File: config.mk
export PLATFORM = sky130hd
export DESIGN_NAME = scc_periph_top
export DESIGN_NICKNAME = d
export VERILOG_FILES = /design/src/rtl/periph_pkg.sv /design/src/rtl/periph_regs.sv /design/src/rtl/timer0.sv /design/src/rtl/irq_priority.sv /design/src/rtl/scc_periph_top.sv
export SDC_FILE = /design/constraint.sdc
export NUM_CORES = 1
export LEC_CHECK = 0
export BUFFER_PORTS_ARGS = -buffer_cell sky130_fd_sc_hd__buf_4
export CAP_MARGIN = 0
export CORE_MARGIN = 3
export CORE_UTILIZATION = 25
export DETAILED_ROUTE_END_ITERATION = 16
export GPL_TIMING_DRIVEN = 0
export SLEW_MARGIN = 20
export SYNTH_ARGS = -nofsm -noshare
export SYNTH_HDL_FRONTEND = slang
export SYNTH_SLANG_ARGS = --single-unit
File: constraint.sdc
create_clock -name clk -period 2.7 [get_ports clk]
set_input_delay 0.135 -clock clk [delete_from_list [all_inputs] [get_ports clk]]
set_output_delay 0.135 -clock clk [all_outputs]
set_load 0.01 [all_outputs]
File: src/rtl/periph_pkg.sv
// --------------------
// Word addresses are A15:1 of the peripheral space
// Only LIR, PICR1 and timer 0 registers exist here
// --------------------
`default_nettype none

package periph_pkg;

    // Interrupt priority level, 0 means no request
    typedef logic [2:0] ipl_t;

    // One peripheral bus access, strobes and write are active high
    typedef struct packed {
        logic        sel;    // Peripheral space select
        logic [14:0] addr;   // Word address A15:1
        logic        lds;    // Lower byte D7:0
        logic        uds;    // Upper byte D15:8
        logic        write;
        logic [15:0] wdata;
    } bus_req_t;

    // Levels of the on-chip interrupt sources
    typedef struct packed {
        ipl_t int1_ipl;
        ipl_t int2_ipl;
        ipl_t timer_ipl;
    } irq_cfg_t;

    // Register word addresses
    localparam logic [14:0] LIR_ADDR   = 15'h0800;
    localparam logic [14:0] PICR1_ADDR = 15'h1022;
    localparam logic [14:0] TIMER_BASE = 15'h1010;
    localparam logic [14:0] TIMER_LAST = 15'h1014;

    // Timer register offsets on A3:1
    localparam logic [2:0] TMR_STATUS = 3'd0;
    localparam logic [2:0] TMR_RELOAD = 3'd1;
    localparam logic [2:0] TMR_COUNT  = 3'd2;

    // On-chip vectors are this base plus the acknowledged level
    localparam logic [15:0] VECTOR_BASE = 16'd56;

endpackage

`default_nettype wire

File: src/rtl/periph_regs.sv
// --------------------
// Reads are combinational with no wait state
// Writes take effect on the next clock edge
// Unmapped addresses read as zero
// --------------------
`default_nettype none

module periph_regs import periph_pkg::*; (
    input  wire logic        clk,
    input  wire logic        reset,
    input  wire bus_req_t    bus,
    input  wire logic [15:0] count,
    input  wire logic        ovf,
    input  wire logic        vector_valid,
    input  wire logic [15:0] vector,
    output irq_cfg_t         irq_cfg,
    output logic      [15:0] reload_value,
    output logic             count_load,
    output logic             ovf_clear,
    output logic      [15:0] rdata
);

    logic       lir_cs;
    logic       picr1_cs;
    logic       timer_cs;
    logic [2:0] tmr_offset;
    logic       wr_any;

    assign lir_cs   = bus.sel && (bus.addr == LIR_ADDR);
    assign picr1_cs = bus.sel && (bus.addr == PICR1_ADDR);
    assign timer_cs = bus.sel && (bus.addr >= TIMER_BASE) && (bus.addr <= TIMER_LAST);

    assign tmr_offset = bus.addr[2:0];   // A3:1
    assign wr_any     = bus.write && (bus.lds || bus.uds);

    // Timer commands, single cycle since the bus holds one cycle per access
    assign count_load = timer_cs && wr_any && (tmr_offset == TMR_COUNT);
    assign ovf_clear  = timer_cs && bus.write && bus.uds && (tmr_offset == TMR_STATUS)
                        && bus.wdata[15];

    always_ff @(posedge clk) begin
        if (reset) begin
            irq_cfg      <= '0;
            reload_value <= '0;
        end else begin
            // Level fields live in the lower byte only
            if (lir_cs && bus.write && bus.lds) begin
                irq_cfg.int1_ipl <= bus.wdata[6:4];
                irq_cfg.int2_ipl <= bus.wdata[2:0];
            end

            if (picr1_cs && bus.write && bus.lds) begin
                irq_cfg.timer_ipl <= bus.wdata[2:0];
            end

            if (timer_cs && bus.write && (tmr_offset == TMR_RELOAD)) begin
                if (bus.uds) begin
                    reload_value[15:8] <= bus.wdata[15:8];
                end
                if (bus.lds) begin
                    reload_value[7:0] <= bus.wdata[7:0];
                end
            end
        end
    end

    always_comb begin
        rdata = '0;

        if (lir_cs) begin
            // Same byte on both halves
            rdata = {2{1'b0, irq_cfg.int1_ipl, 1'b0, irq_cfg.int2_ipl}};
        end else if (picr1_cs) begin
            rdata = {2{5'b0, irq_cfg.timer_ipl}};
        end else if (timer_cs) begin
            case (tmr_offset)
                TMR_STATUS: rdata = {ovf, 15'b0};   // Overflow flag in bit 15
                TMR_RELOAD: rdata = reload_value;
                TMR_COUNT:  rdata = count;
                default:    rdata = '0;
            endcase
        end

        // Acknowledge cycle for an on-chip source returns its vector
        if (vector_valid) begin
            rdata = vector;
        end
    end

endmodule

`default_nettype wire

File: src/rtl/timer0.sv
// --------------------
// Counts up once per TICKS_PER_COUNT clocks
// Overflow reload wins over a software load
// --------------------
`default_nettype none

module timer0 #(
    parameter logic [7:0] TICKS_PER_COUNT = 8'd192
) (
    input  wire logic        clk,
    input  wire logic        reset,
    input  wire logic [15:0] reload_value,
    input  wire logic        count_load,
    input  wire logic [15:0] load_data,
    input  wire logic        ovf_clear,
    output logic      [15:0] count,
    output logic             ovf
);

    logic [7:0] prescale;
    logic       at_top;

    assign at_top = (count == 16'hFFFF);

    always_ff @(posedge clk) begin
        if (reset) begin
            count    <= '0;
            prescale <= '0;
        end else if (at_top) begin
            count    <= reload_value;
            prescale <= '0;
        end else if (count_load) begin
            count    <= load_data;
            prescale <= '0;   // Fresh period after a load
        end else if (prescale == TICKS_PER_COUNT - 8'd1) begin
            count    <= count + 16'd1;
            prescale <= '0;
        end else begin
            prescale <= prescale + 8'd1;
        end
    end

    // Sticky flag, set has priority over clear
    always_ff @(posedge clk) begin
        if (reset) begin
            ovf <= 1'b0;
        end else if (at_top) begin
            ovf <= 1'b1;
        end else if (ovf_clear) begin
            ovf <= 1'b0;
        end
    end

endmodule

`default_nettype wire

File: src/rtl/irq_priority.sv
// --------------------
// Later sources in the chain override earlier ones
// On-chip sources with level 0 are disabled
// autovector lags ack_level by one clock
// --------------------
`default_nettype none

module irq_priority import periph_pkg::*; (
    input  wire logic     clk,
    input  wire logic     reset,
    input  wire irq_cfg_t irq_cfg,
    input  wire logic     ovf,
    input  wire logic     in2,
    input  wire logic     in4,
    input  wire logic     in5,
    input  wire logic     int1,
    input  wire logic     int2,
    input  wire logic     av,
    input  wire logic     iack_cycle,
    input  wire ipl_t     ack_level,
    output ipl_t          ipl,
    output logic          autovector,
    output logic          iack2,
    output logic          iack4,
    output logic          iack5,
    output logic          vector_valid,
    output logic   [15:0] vector
);

    logic [7:0] av_table;   // Autovector flag per level
    logic       on_chip;

    always_comb begin
        ipl      = '0;
        av_table = 8'hFF;
        on_chip  = 1'b0;

        // External decoded levels
        if (in2) begin
            ipl = 3'd2;
        end
        if (in4) begin
            ipl         = 3'd4;
            av_table[4] = av;   // Device chooses vectored or auto
        end
        if (in5) begin
            ipl = 3'd5;
        end

        // On-chip sources supply their own vector
        if (int1 && (irq_cfg.int1_ipl != 3'd0)) begin
            ipl                        = irq_cfg.int1_ipl;
            av_table[irq_cfg.int1_ipl] = 1'b0;
            on_chip                    = 1'b1;
        end
        if (int2 && (irq_cfg.int2_ipl != 3'd0)) begin
            ipl                        = irq_cfg.int2_ipl;
            av_table[irq_cfg.int2_ipl] = 1'b0;
            on_chip                    = 1'b1;
        end
        if (ovf && (irq_cfg.timer_ipl != 3'd0)) begin
            ipl                         = irq_cfg.timer_ipl;
            av_table[irq_cfg.timer_ipl] = 1'b0;
            on_chip                     = 1'b1;
        end
    end

    assign iack2 = in2 && iack_cycle && (ack_level == 3'd2);
    assign iack4 = in4 && iack_cycle && (ack_level == 3'd4);
    assign iack5 = in5 && iack_cycle && (ack_level == 3'd5);

    assign vector_valid = iack_cycle && on_chip;
    assign vector       = VECTOR_BASE + {13'b0, ack_level};

    always_ff @(posedge clk) begin
        if (reset) begin
            autovector <= 1'b0;
        end else begin
            autovector <= av_table[ack_level];
        end
    end

endmodule

`default_nettype wire

File: src/rtl/scc_periph_top.sv
// --------------------
// Acknowledged level is taken from bus.addr[2:0]
// TICKS_PER_COUNT sets the timer prescale
// --------------------
`default_nettype none

module scc_periph_top import periph_pkg::*; #(
    parameter logic [7:0] TICKS_PER_COUNT = 8'd192
) (
    input  wire logic     clk,
    input  wire logic     reset,
    input  wire bus_req_t bus,
    input  wire logic     iack_cycle,
    input  wire logic     in2,
    input  wire logic     in4,
    input  wire logic     in5,
    input  wire logic     int1,
    input  wire logic     int2,
    input  wire logic     av,
    output logic   [15:0] rdata,
    output ipl_t          ipl,
    output logic          autovector,
    output logic          iack2,
    output logic          iack4,
    output logic          iack5
);

    irq_cfg_t    irq_cfg;
    logic [15:0] reload_value;
    logic        count_load;
    logic        ovf_clear;
    logic [15:0] count;
    logic        ovf;
    logic        vector_valid;
    logic [15:0] vector;

    periph_regs regs0 (
        .clk          (clk),
        .reset        (reset),
        .bus          (bus),
        .count        (count),
        .ovf          (ovf),
        .vector_valid (vector_valid),
        .vector       (vector),
        .irq_cfg      (irq_cfg),
        .reload_value (reload_value),
        .count_load   (count_load),
        .ovf_clear    (ovf_clear),
        .rdata        (rdata)
    );

    timer0 #(
        .TICKS_PER_COUNT (TICKS_PER_COUNT)
    ) tmr0 (
        .clk          (clk),
        .reset        (reset),
        .reload_value (reload_value),
        .count_load   (count_load),
        .load_data    (bus.wdata),   // Load value straight from the bus
        .ovf_clear    (ovf_clear),
        .count        (count),
        .ovf          (ovf)
    );

    irq_priority irq0 (
        .clk          (clk),
        .reset        (reset),
        .irq_cfg      (irq_cfg),
        .ovf          (ovf),
        .in2          (in2),
        .in4          (in4),
        .in5          (in5),
        .int1         (int1),
        .int2         (int2),
        .av           (av),
        .iack_cycle   (iack_cycle),
        .ack_level    (bus.addr[2:0]),   // A3:1 during acknowledge
        .ipl          (ipl),
        .autovector   (autovector),
        .iack2        (iack2),
        .iack4        (iack4),
        .iack5        (iack5),
        .vector_valid (vector_valid),
        .vector       (vector)
    );

endmodule

`default_nettype wire

# [Word-level counts from Yosys, hierarchy flattened]
# Cells that the tools add are included.
[word_totals] register_bits=51 inputBits=44 output_inout_bits=23 elab_cells=105
[op_classes] add_sub_neg=3 n_lt_le_gt_ge=9 eq_ne=8 n_mux=31 bitwise=6 n_reduce_logical=39
[ops] op="16-bit two-way mux" count=7
[ops] op="16-bit one-hot mux with 3 select lines" count=1
[ops] op="1-bit logical AND" count=29
[ops] op="8-bit AND" count=3
[ops] op="8-bit two-way mux" count=3
[ops] op="8-bit NOT" count=3
[ops] op="16-bit by 1-bit adder with 16-bit output (second input constant)" count=1
[ops] op="16-bit == test (second input constant)" count=1
[ops] op="3-bit by 4-bit < comparator with 1-bit output (second input constant)" count=4
[ops] op="15-bit by 12-bit == test with 1-bit output (second input constant)" count=1
[ops] op="15-bit by 13-bit == test with 1-bit output (second input constant)" count=1
[ops] op="15-bit by 13-bit >= comparator with 1-bit output (second input constant)" count=1
[ops] op="15-bit by 13-bit less-or-equal comparator with 1-bit output (second input constant)" count=1
[ops] op="3-bit two-way mux" count=5
[ops] op="3-bit nonzero test" count=4
[ops] op="1-bit two-way mux" count=10
[ops] op="1-bit demux with 3-bit select" count=3
[ops] op="3-bit by 1-bit >= comparator with 1-bit output (second input constant)" count=3
[ops] op="8-bit by 1-bit adder with 8-bit output (second input constant)" count=1
[ops] op="8-bit == test (second input constant)" count=1
[ops] op="6-bit by 3-bit adder with 7-bit output (first input constant)" count=1
[ops] op="3-bit == test (second input constant)" count=2
[ops] op="2-bit AND reduction" count=2
[ops] op="4-bit OR reduction" count=1
[ops] op="other kinds (7)" count=7

# [Logic depth before layout (Yosys ltp)]
[logic_depth] word_depth=13 depth_mapped=9

# [Modules after synthesis]
# A second synthesis with hierarchy kept.
[unflattened] hier_cells=528 area_unflattened_um2=3931.3
[by_module_without_submodules] module="periph_regs" instances=1 cells_each=231 area_each_um2=1741.7 seq_area_each_um2=500.5
[by_module_without_submodules] module="timer0" instances=1 cells_each=191 area_each_um2=1522.7 seq_area_each_um2=500.5
[by_module_without_submodules] module="irq_priority" instances=1 cells_each=106 area_each_um2=666.9 seq_area_each_um2=20.0

# [Worst setup path after synthesis]
# No wires, ideal clock.
[synth_timing] path_kind="register -> output" start="register, netlist name regs0.irq_cfg[5]" end="output rdata[15]" t_arrival_ns=1.785 t_required_ns=2.565 slack_ns=0.780 path_stages_with_launch=6 path_buffers=1 path_cell_list="dfxtp_1 clkbuf_1 o31a_1 o31ai_2 nand2_1 nor3_1"
[synth_via] elab_chain_len=6
[synth_lines] item="3-bit nonzero test" line="irq_priority.sv:56" source="if (int2 && (irq_cfg.int2_ipl != 3'd0)) begin"
[synth_lines] item="1-bit logical AND" line="irq_priority.sv:56"
[synth_lines] item="1-bit two-way mux" line="irq_priority.sv:56"
[synth_lines] item="1-bit two-way mux" line="irq_priority.sv:61" source="if (ovf && (irq_cfg.timer_ipl != 3'd0)) begin"
[synth_lines] item="1-bit logical AND" line="irq_priority.sv:72" source="assign vector_valid = iack_cycle && on_chip;"
[synth_lines] item="16-bit two-way mux" line="periph_regs.sv:85" source="if (vector_valid) begin"
[synth_lines] item="end: declaration" line="scc_periph_top.sv:20" source="output logic [15:0] rdata,"
# No other way between the ends.

# [Worst setup path in the final report]
[layout_timing] start="register, netlist name regs0.irq_cfg[0]" end="output rdata[15]"
[layout_via] elab_chain_len=5
[layout_lines] item="3-bit nonzero test" line="irq_priority.sv:61"
[layout_lines] item="1-bit logical AND" line="irq_priority.sv:61"
[layout_lines] item="1-bit two-way mux" line="irq_priority.sv:61"
[layout_lines] item="1-bit logical AND" line="irq_priority.sv:72"
[layout_lines] item="16-bit two-way mux" line="periph_regs.sv:85"
# No other way between the ends.

==> summary.txt <==
Drt
  – Detail Route Antenna Nets: 0
  – Met2 wire len: 5.693 mm
  – TritonRoute pass-1 iters: 5
  – DR WL/cell: 17.66 µm
  – DR vias: 3,862
  – Met3 wire len: 959 µm
  – Post-route DRC violation count: 0
  – Vias per cell: approximately 5.5
  – Iter 0 DRT Violations: between 300 and 400
  – Post-Route WL: around 12 mm
  – Top Layer Used: met4
  – Routed metal-1 wire length: 5.559 mm

Synth
  – Multiplexer share of the synthesized area: 0.05487
  – Largest family of logic cells by synthesized area: simple AND/OR/NAND/NOR gates
  – Synth cell count leaders: nor2_1 (58), nand2_1 (54), dfxtp_1 (51), nand3_1 (27), clkbuf_1 (26)
  – Post-Synth Adder-Cell Area: 0.007220
  – XOR/XNOR Fraction of Synth Area: 0.04043
  – Count leader, synth: nor2_1
  – Post-synthesis compound-gate area fraction: 0.2628
  – Post-synthesis sequential area ratio: 0.2946
  – Mapped Avg Cell Area: around 7.6 µm²
  – EDFF count, synth: 0
  – Synthesized cell area: 0.003466 mm²
  – Simple-Gate Fraction of Synth Area: 0.2874
  – Cell variety after synth: 63
  – Yosys warning total: 0
  – Synth area leaders: dfxtp_1 (29%), nor2_1 (6.3%), nand2_1 (5.8%), mux2i_1 (5.5%), nand3_1 (3.9%)
  – FF+latch count, synth: 51
  – Area leader, netlist: dfxtp_1
  – Primary FF master, synth: dfxtp_1
  – Synth top area share: 0.2946
  – Synth async-reset ratio: 0
  – Cells after synthesis: 457
  – Mapped Nets: 503

Die
  – Starting Density: 0.2586
  – IO Pins: 67
  – Die footprint: about 0.015 mm²
  – Core Area: 0.01340 mm²
  – Row Count: between 40 and 50
  – DIE WIDTH: between 100 and 150 µm
  – Die Height: 123.7 µm

Timing
  – Clock Skew: around 6.6 ps
  – Fin. max-slew vios: 0
  – Fmax: roughly 400 MHz
  – Setup TNS Final: 0 ps
  – # setup viols final: 0
  – RSZ-0062 raised after global routing: false
  – Final hold vios: 0
  – Worst Max-Slew Pin Slew: 751.0 ps
  – Final period utilization: 0.9258
  – Min Tclk post-route: 2500 ps
  – Slew margin rel.: 0.4971

GRT
  – Total track usage: 0.1639
  – Largest net degree at the start of global routing: 15
  – Vias in the first global route: 3,686
  – Gr ovfl total: 0
  – First-pass GRT wire length: 19.79 mm
  – Initial antenna violation count: 0

Final layout
  – Share of cells above drive strength 1: 0.1723
  – Area Growth Syn to Fin: 24.51%
  – N_diodes: 0
  – Final-stage net count: 573
  – Util after Layout: 0.3220

Critical path
  – Worst EP required: between 2000 and 3000 ps
  – Max FO, Critical Path: 10
  – CP Launch Point: regs0.irq_cfg[0]
  – CP max-delay cell: o31ai_4
  – CP Data Arrival Time: 2360 ps
  – Critical path class: flip-flop to output port
  – Reg2Reg Launch Point: tmr0.count[6]
  – Crit-path cells: clkbuf_1, o31a_1, o31ai_4, nand2_1, nor3_1, buf_4
  – Crit end category: output port
  – CP Launch Type: flip-flop
  – Worst path max stage delay: 520 ps

Flow run
  – MaxCap Viol Count: 0

Status
  – Status: complete, no violations

Hold path
  – Hold crit path type: primary input to flip-flop
  – Hold_sp: bus[10]

Place
  – I/O Buffers: 63
  – DP Wirelength: ~9.5 mm
  – Placer Congestion: roughly 0.95

Clock tree
  – H-tree levels: 2
  – Maximum clock insertion buffer count: 2
  – TritonCTS buffer count: 5
  – Clk slew on worst S/H paths: 70 ps
  – Setup Buffers After CTS: 0
  – CTS Root Cell: clkbuf_16
  – Skew-Pair Late Insertion Delay: between 200 and 300 ps
  – Clock Sinks: 51
  – CTS tree: built

Power
  – P_leak: 0.001578 µW
  – Power Dens Cells: ~360 mW/mm²
  – Worst ir drop on vdd: 268.8 µV
stage by stage:
| stage | setup slack (ps) | hold WS, ps | cell area, µm² | total power (µW) | std cells |
|---|---|---|---|---|---|
| 3_5_place_dp | 229.2 | 393.0 | 4159 | 931.8 | 696 |
| 4_1_cts | 171.0 | 88.90 | 4305 | 1549 | 704 |
| 2_1_floorplan | 780.0 | 271.0 | 3466 | 838.7 | 457 |
| 5_1_grt | 4.043 | 98.51 | 4315 | 1597 | 704 |
| 3_3_place_gp | 215.6 | 383.0 | 4159 | 928.2 | 696 |
| 6_report | 200.3 | 89.21 | 4315 | 1541 | 704 |
worst paths after layout:
check	to	slack, ps	cells past startpoint
max	rdata[15]	200	6
min	regs0.reload_value[10]	90	3
max reg2reg	tmr0.count[6]	240	7
min reg2reg	tmr0.prescale[0]	460	1
per-layer routing:
layer,track usage,up-vias
met4,0.04360,0
met3,0.02452,17
met5,0,-
li1,-,1829
met2,0.2663,185
met1,0.2267,1831
cells in the final DEF (no fill, tap or decap), drive strengths merged, types with 5 or more instances in the layout:
cell	instances
buf	72
nor2	59
nand2	55
dfxtp	51
clkbuf	33
nand3	27
a21oi	25
o21ai	20
mux2i	19
a22o	11
nand4	11
a22oi	10
nor2b	9
xor2	9
and3	8
a31oi	8
o31ai	8
nor3	7
xnor2	7
o211ai	5
inv	5
a21o	5
where the power goes:
| part | switching [µW] | leakage (µW) | internal [µW] |
|---|---|---|---|
| registers | 4.22 | 0.000412 | 757 |
| logic | 86.3 | 0.00110 | 68.6 |
| clock network | 281 | 0.0000679 | 344 |
worst max-delay path, delay by kind of cell (launching register included):
family / cells / cell delay (ps)
AO/OA/AOI/OAI: 2 / 940
AND/OR/NAND/NOR: 2 / 470
buffers and inverters: 2 / 370
flip-flops: 1 / 300
final cells by class:
class                   count  area [µm²]
well taps                 176       220.2
repair buffers             63       473.0
clock inverters             1       5.005
flip-flops and latches     51        1021
multi-input cells         366        2280
plain buffers              35       165.2
fillers                  1442        9085
clock buffers               7       132.6
inverters                   5       18.77
timing repair:
item	4_1_cts	5_1_grt
setup endpoints to repair	3	6
gates resized for setup	1	2
pin swaps	0	1
hold buffers	0	0
logic make-up (layout without fill, tap and decap cells):
| family | count (synthesis) | after routing |
|---|---|---|
| buffers and inverters | 40 | 111 |
| AND/OR/NAND/NOR | 202 | 202 |
| XOR/XNOR | 16 | 16 |
| AO/OA/AOI/OAI | 127 | 127 |
| flip-flops | 51 | 51 |
| adder cells (fa/ha/maj) | 2 | 2 |
| multiplexers | 19 | 19 |
registers in the layout, indices dropped and copies added, names as in the netlist:
name and flops:
regs0.irq_cfg 9, tmr0.ovf 1, regs0.reload_value 16, tmr0.prescale 8
irq0.autovector 1, tmr0.count 16
Note: power is estimated with default switching activity, not from simulation.
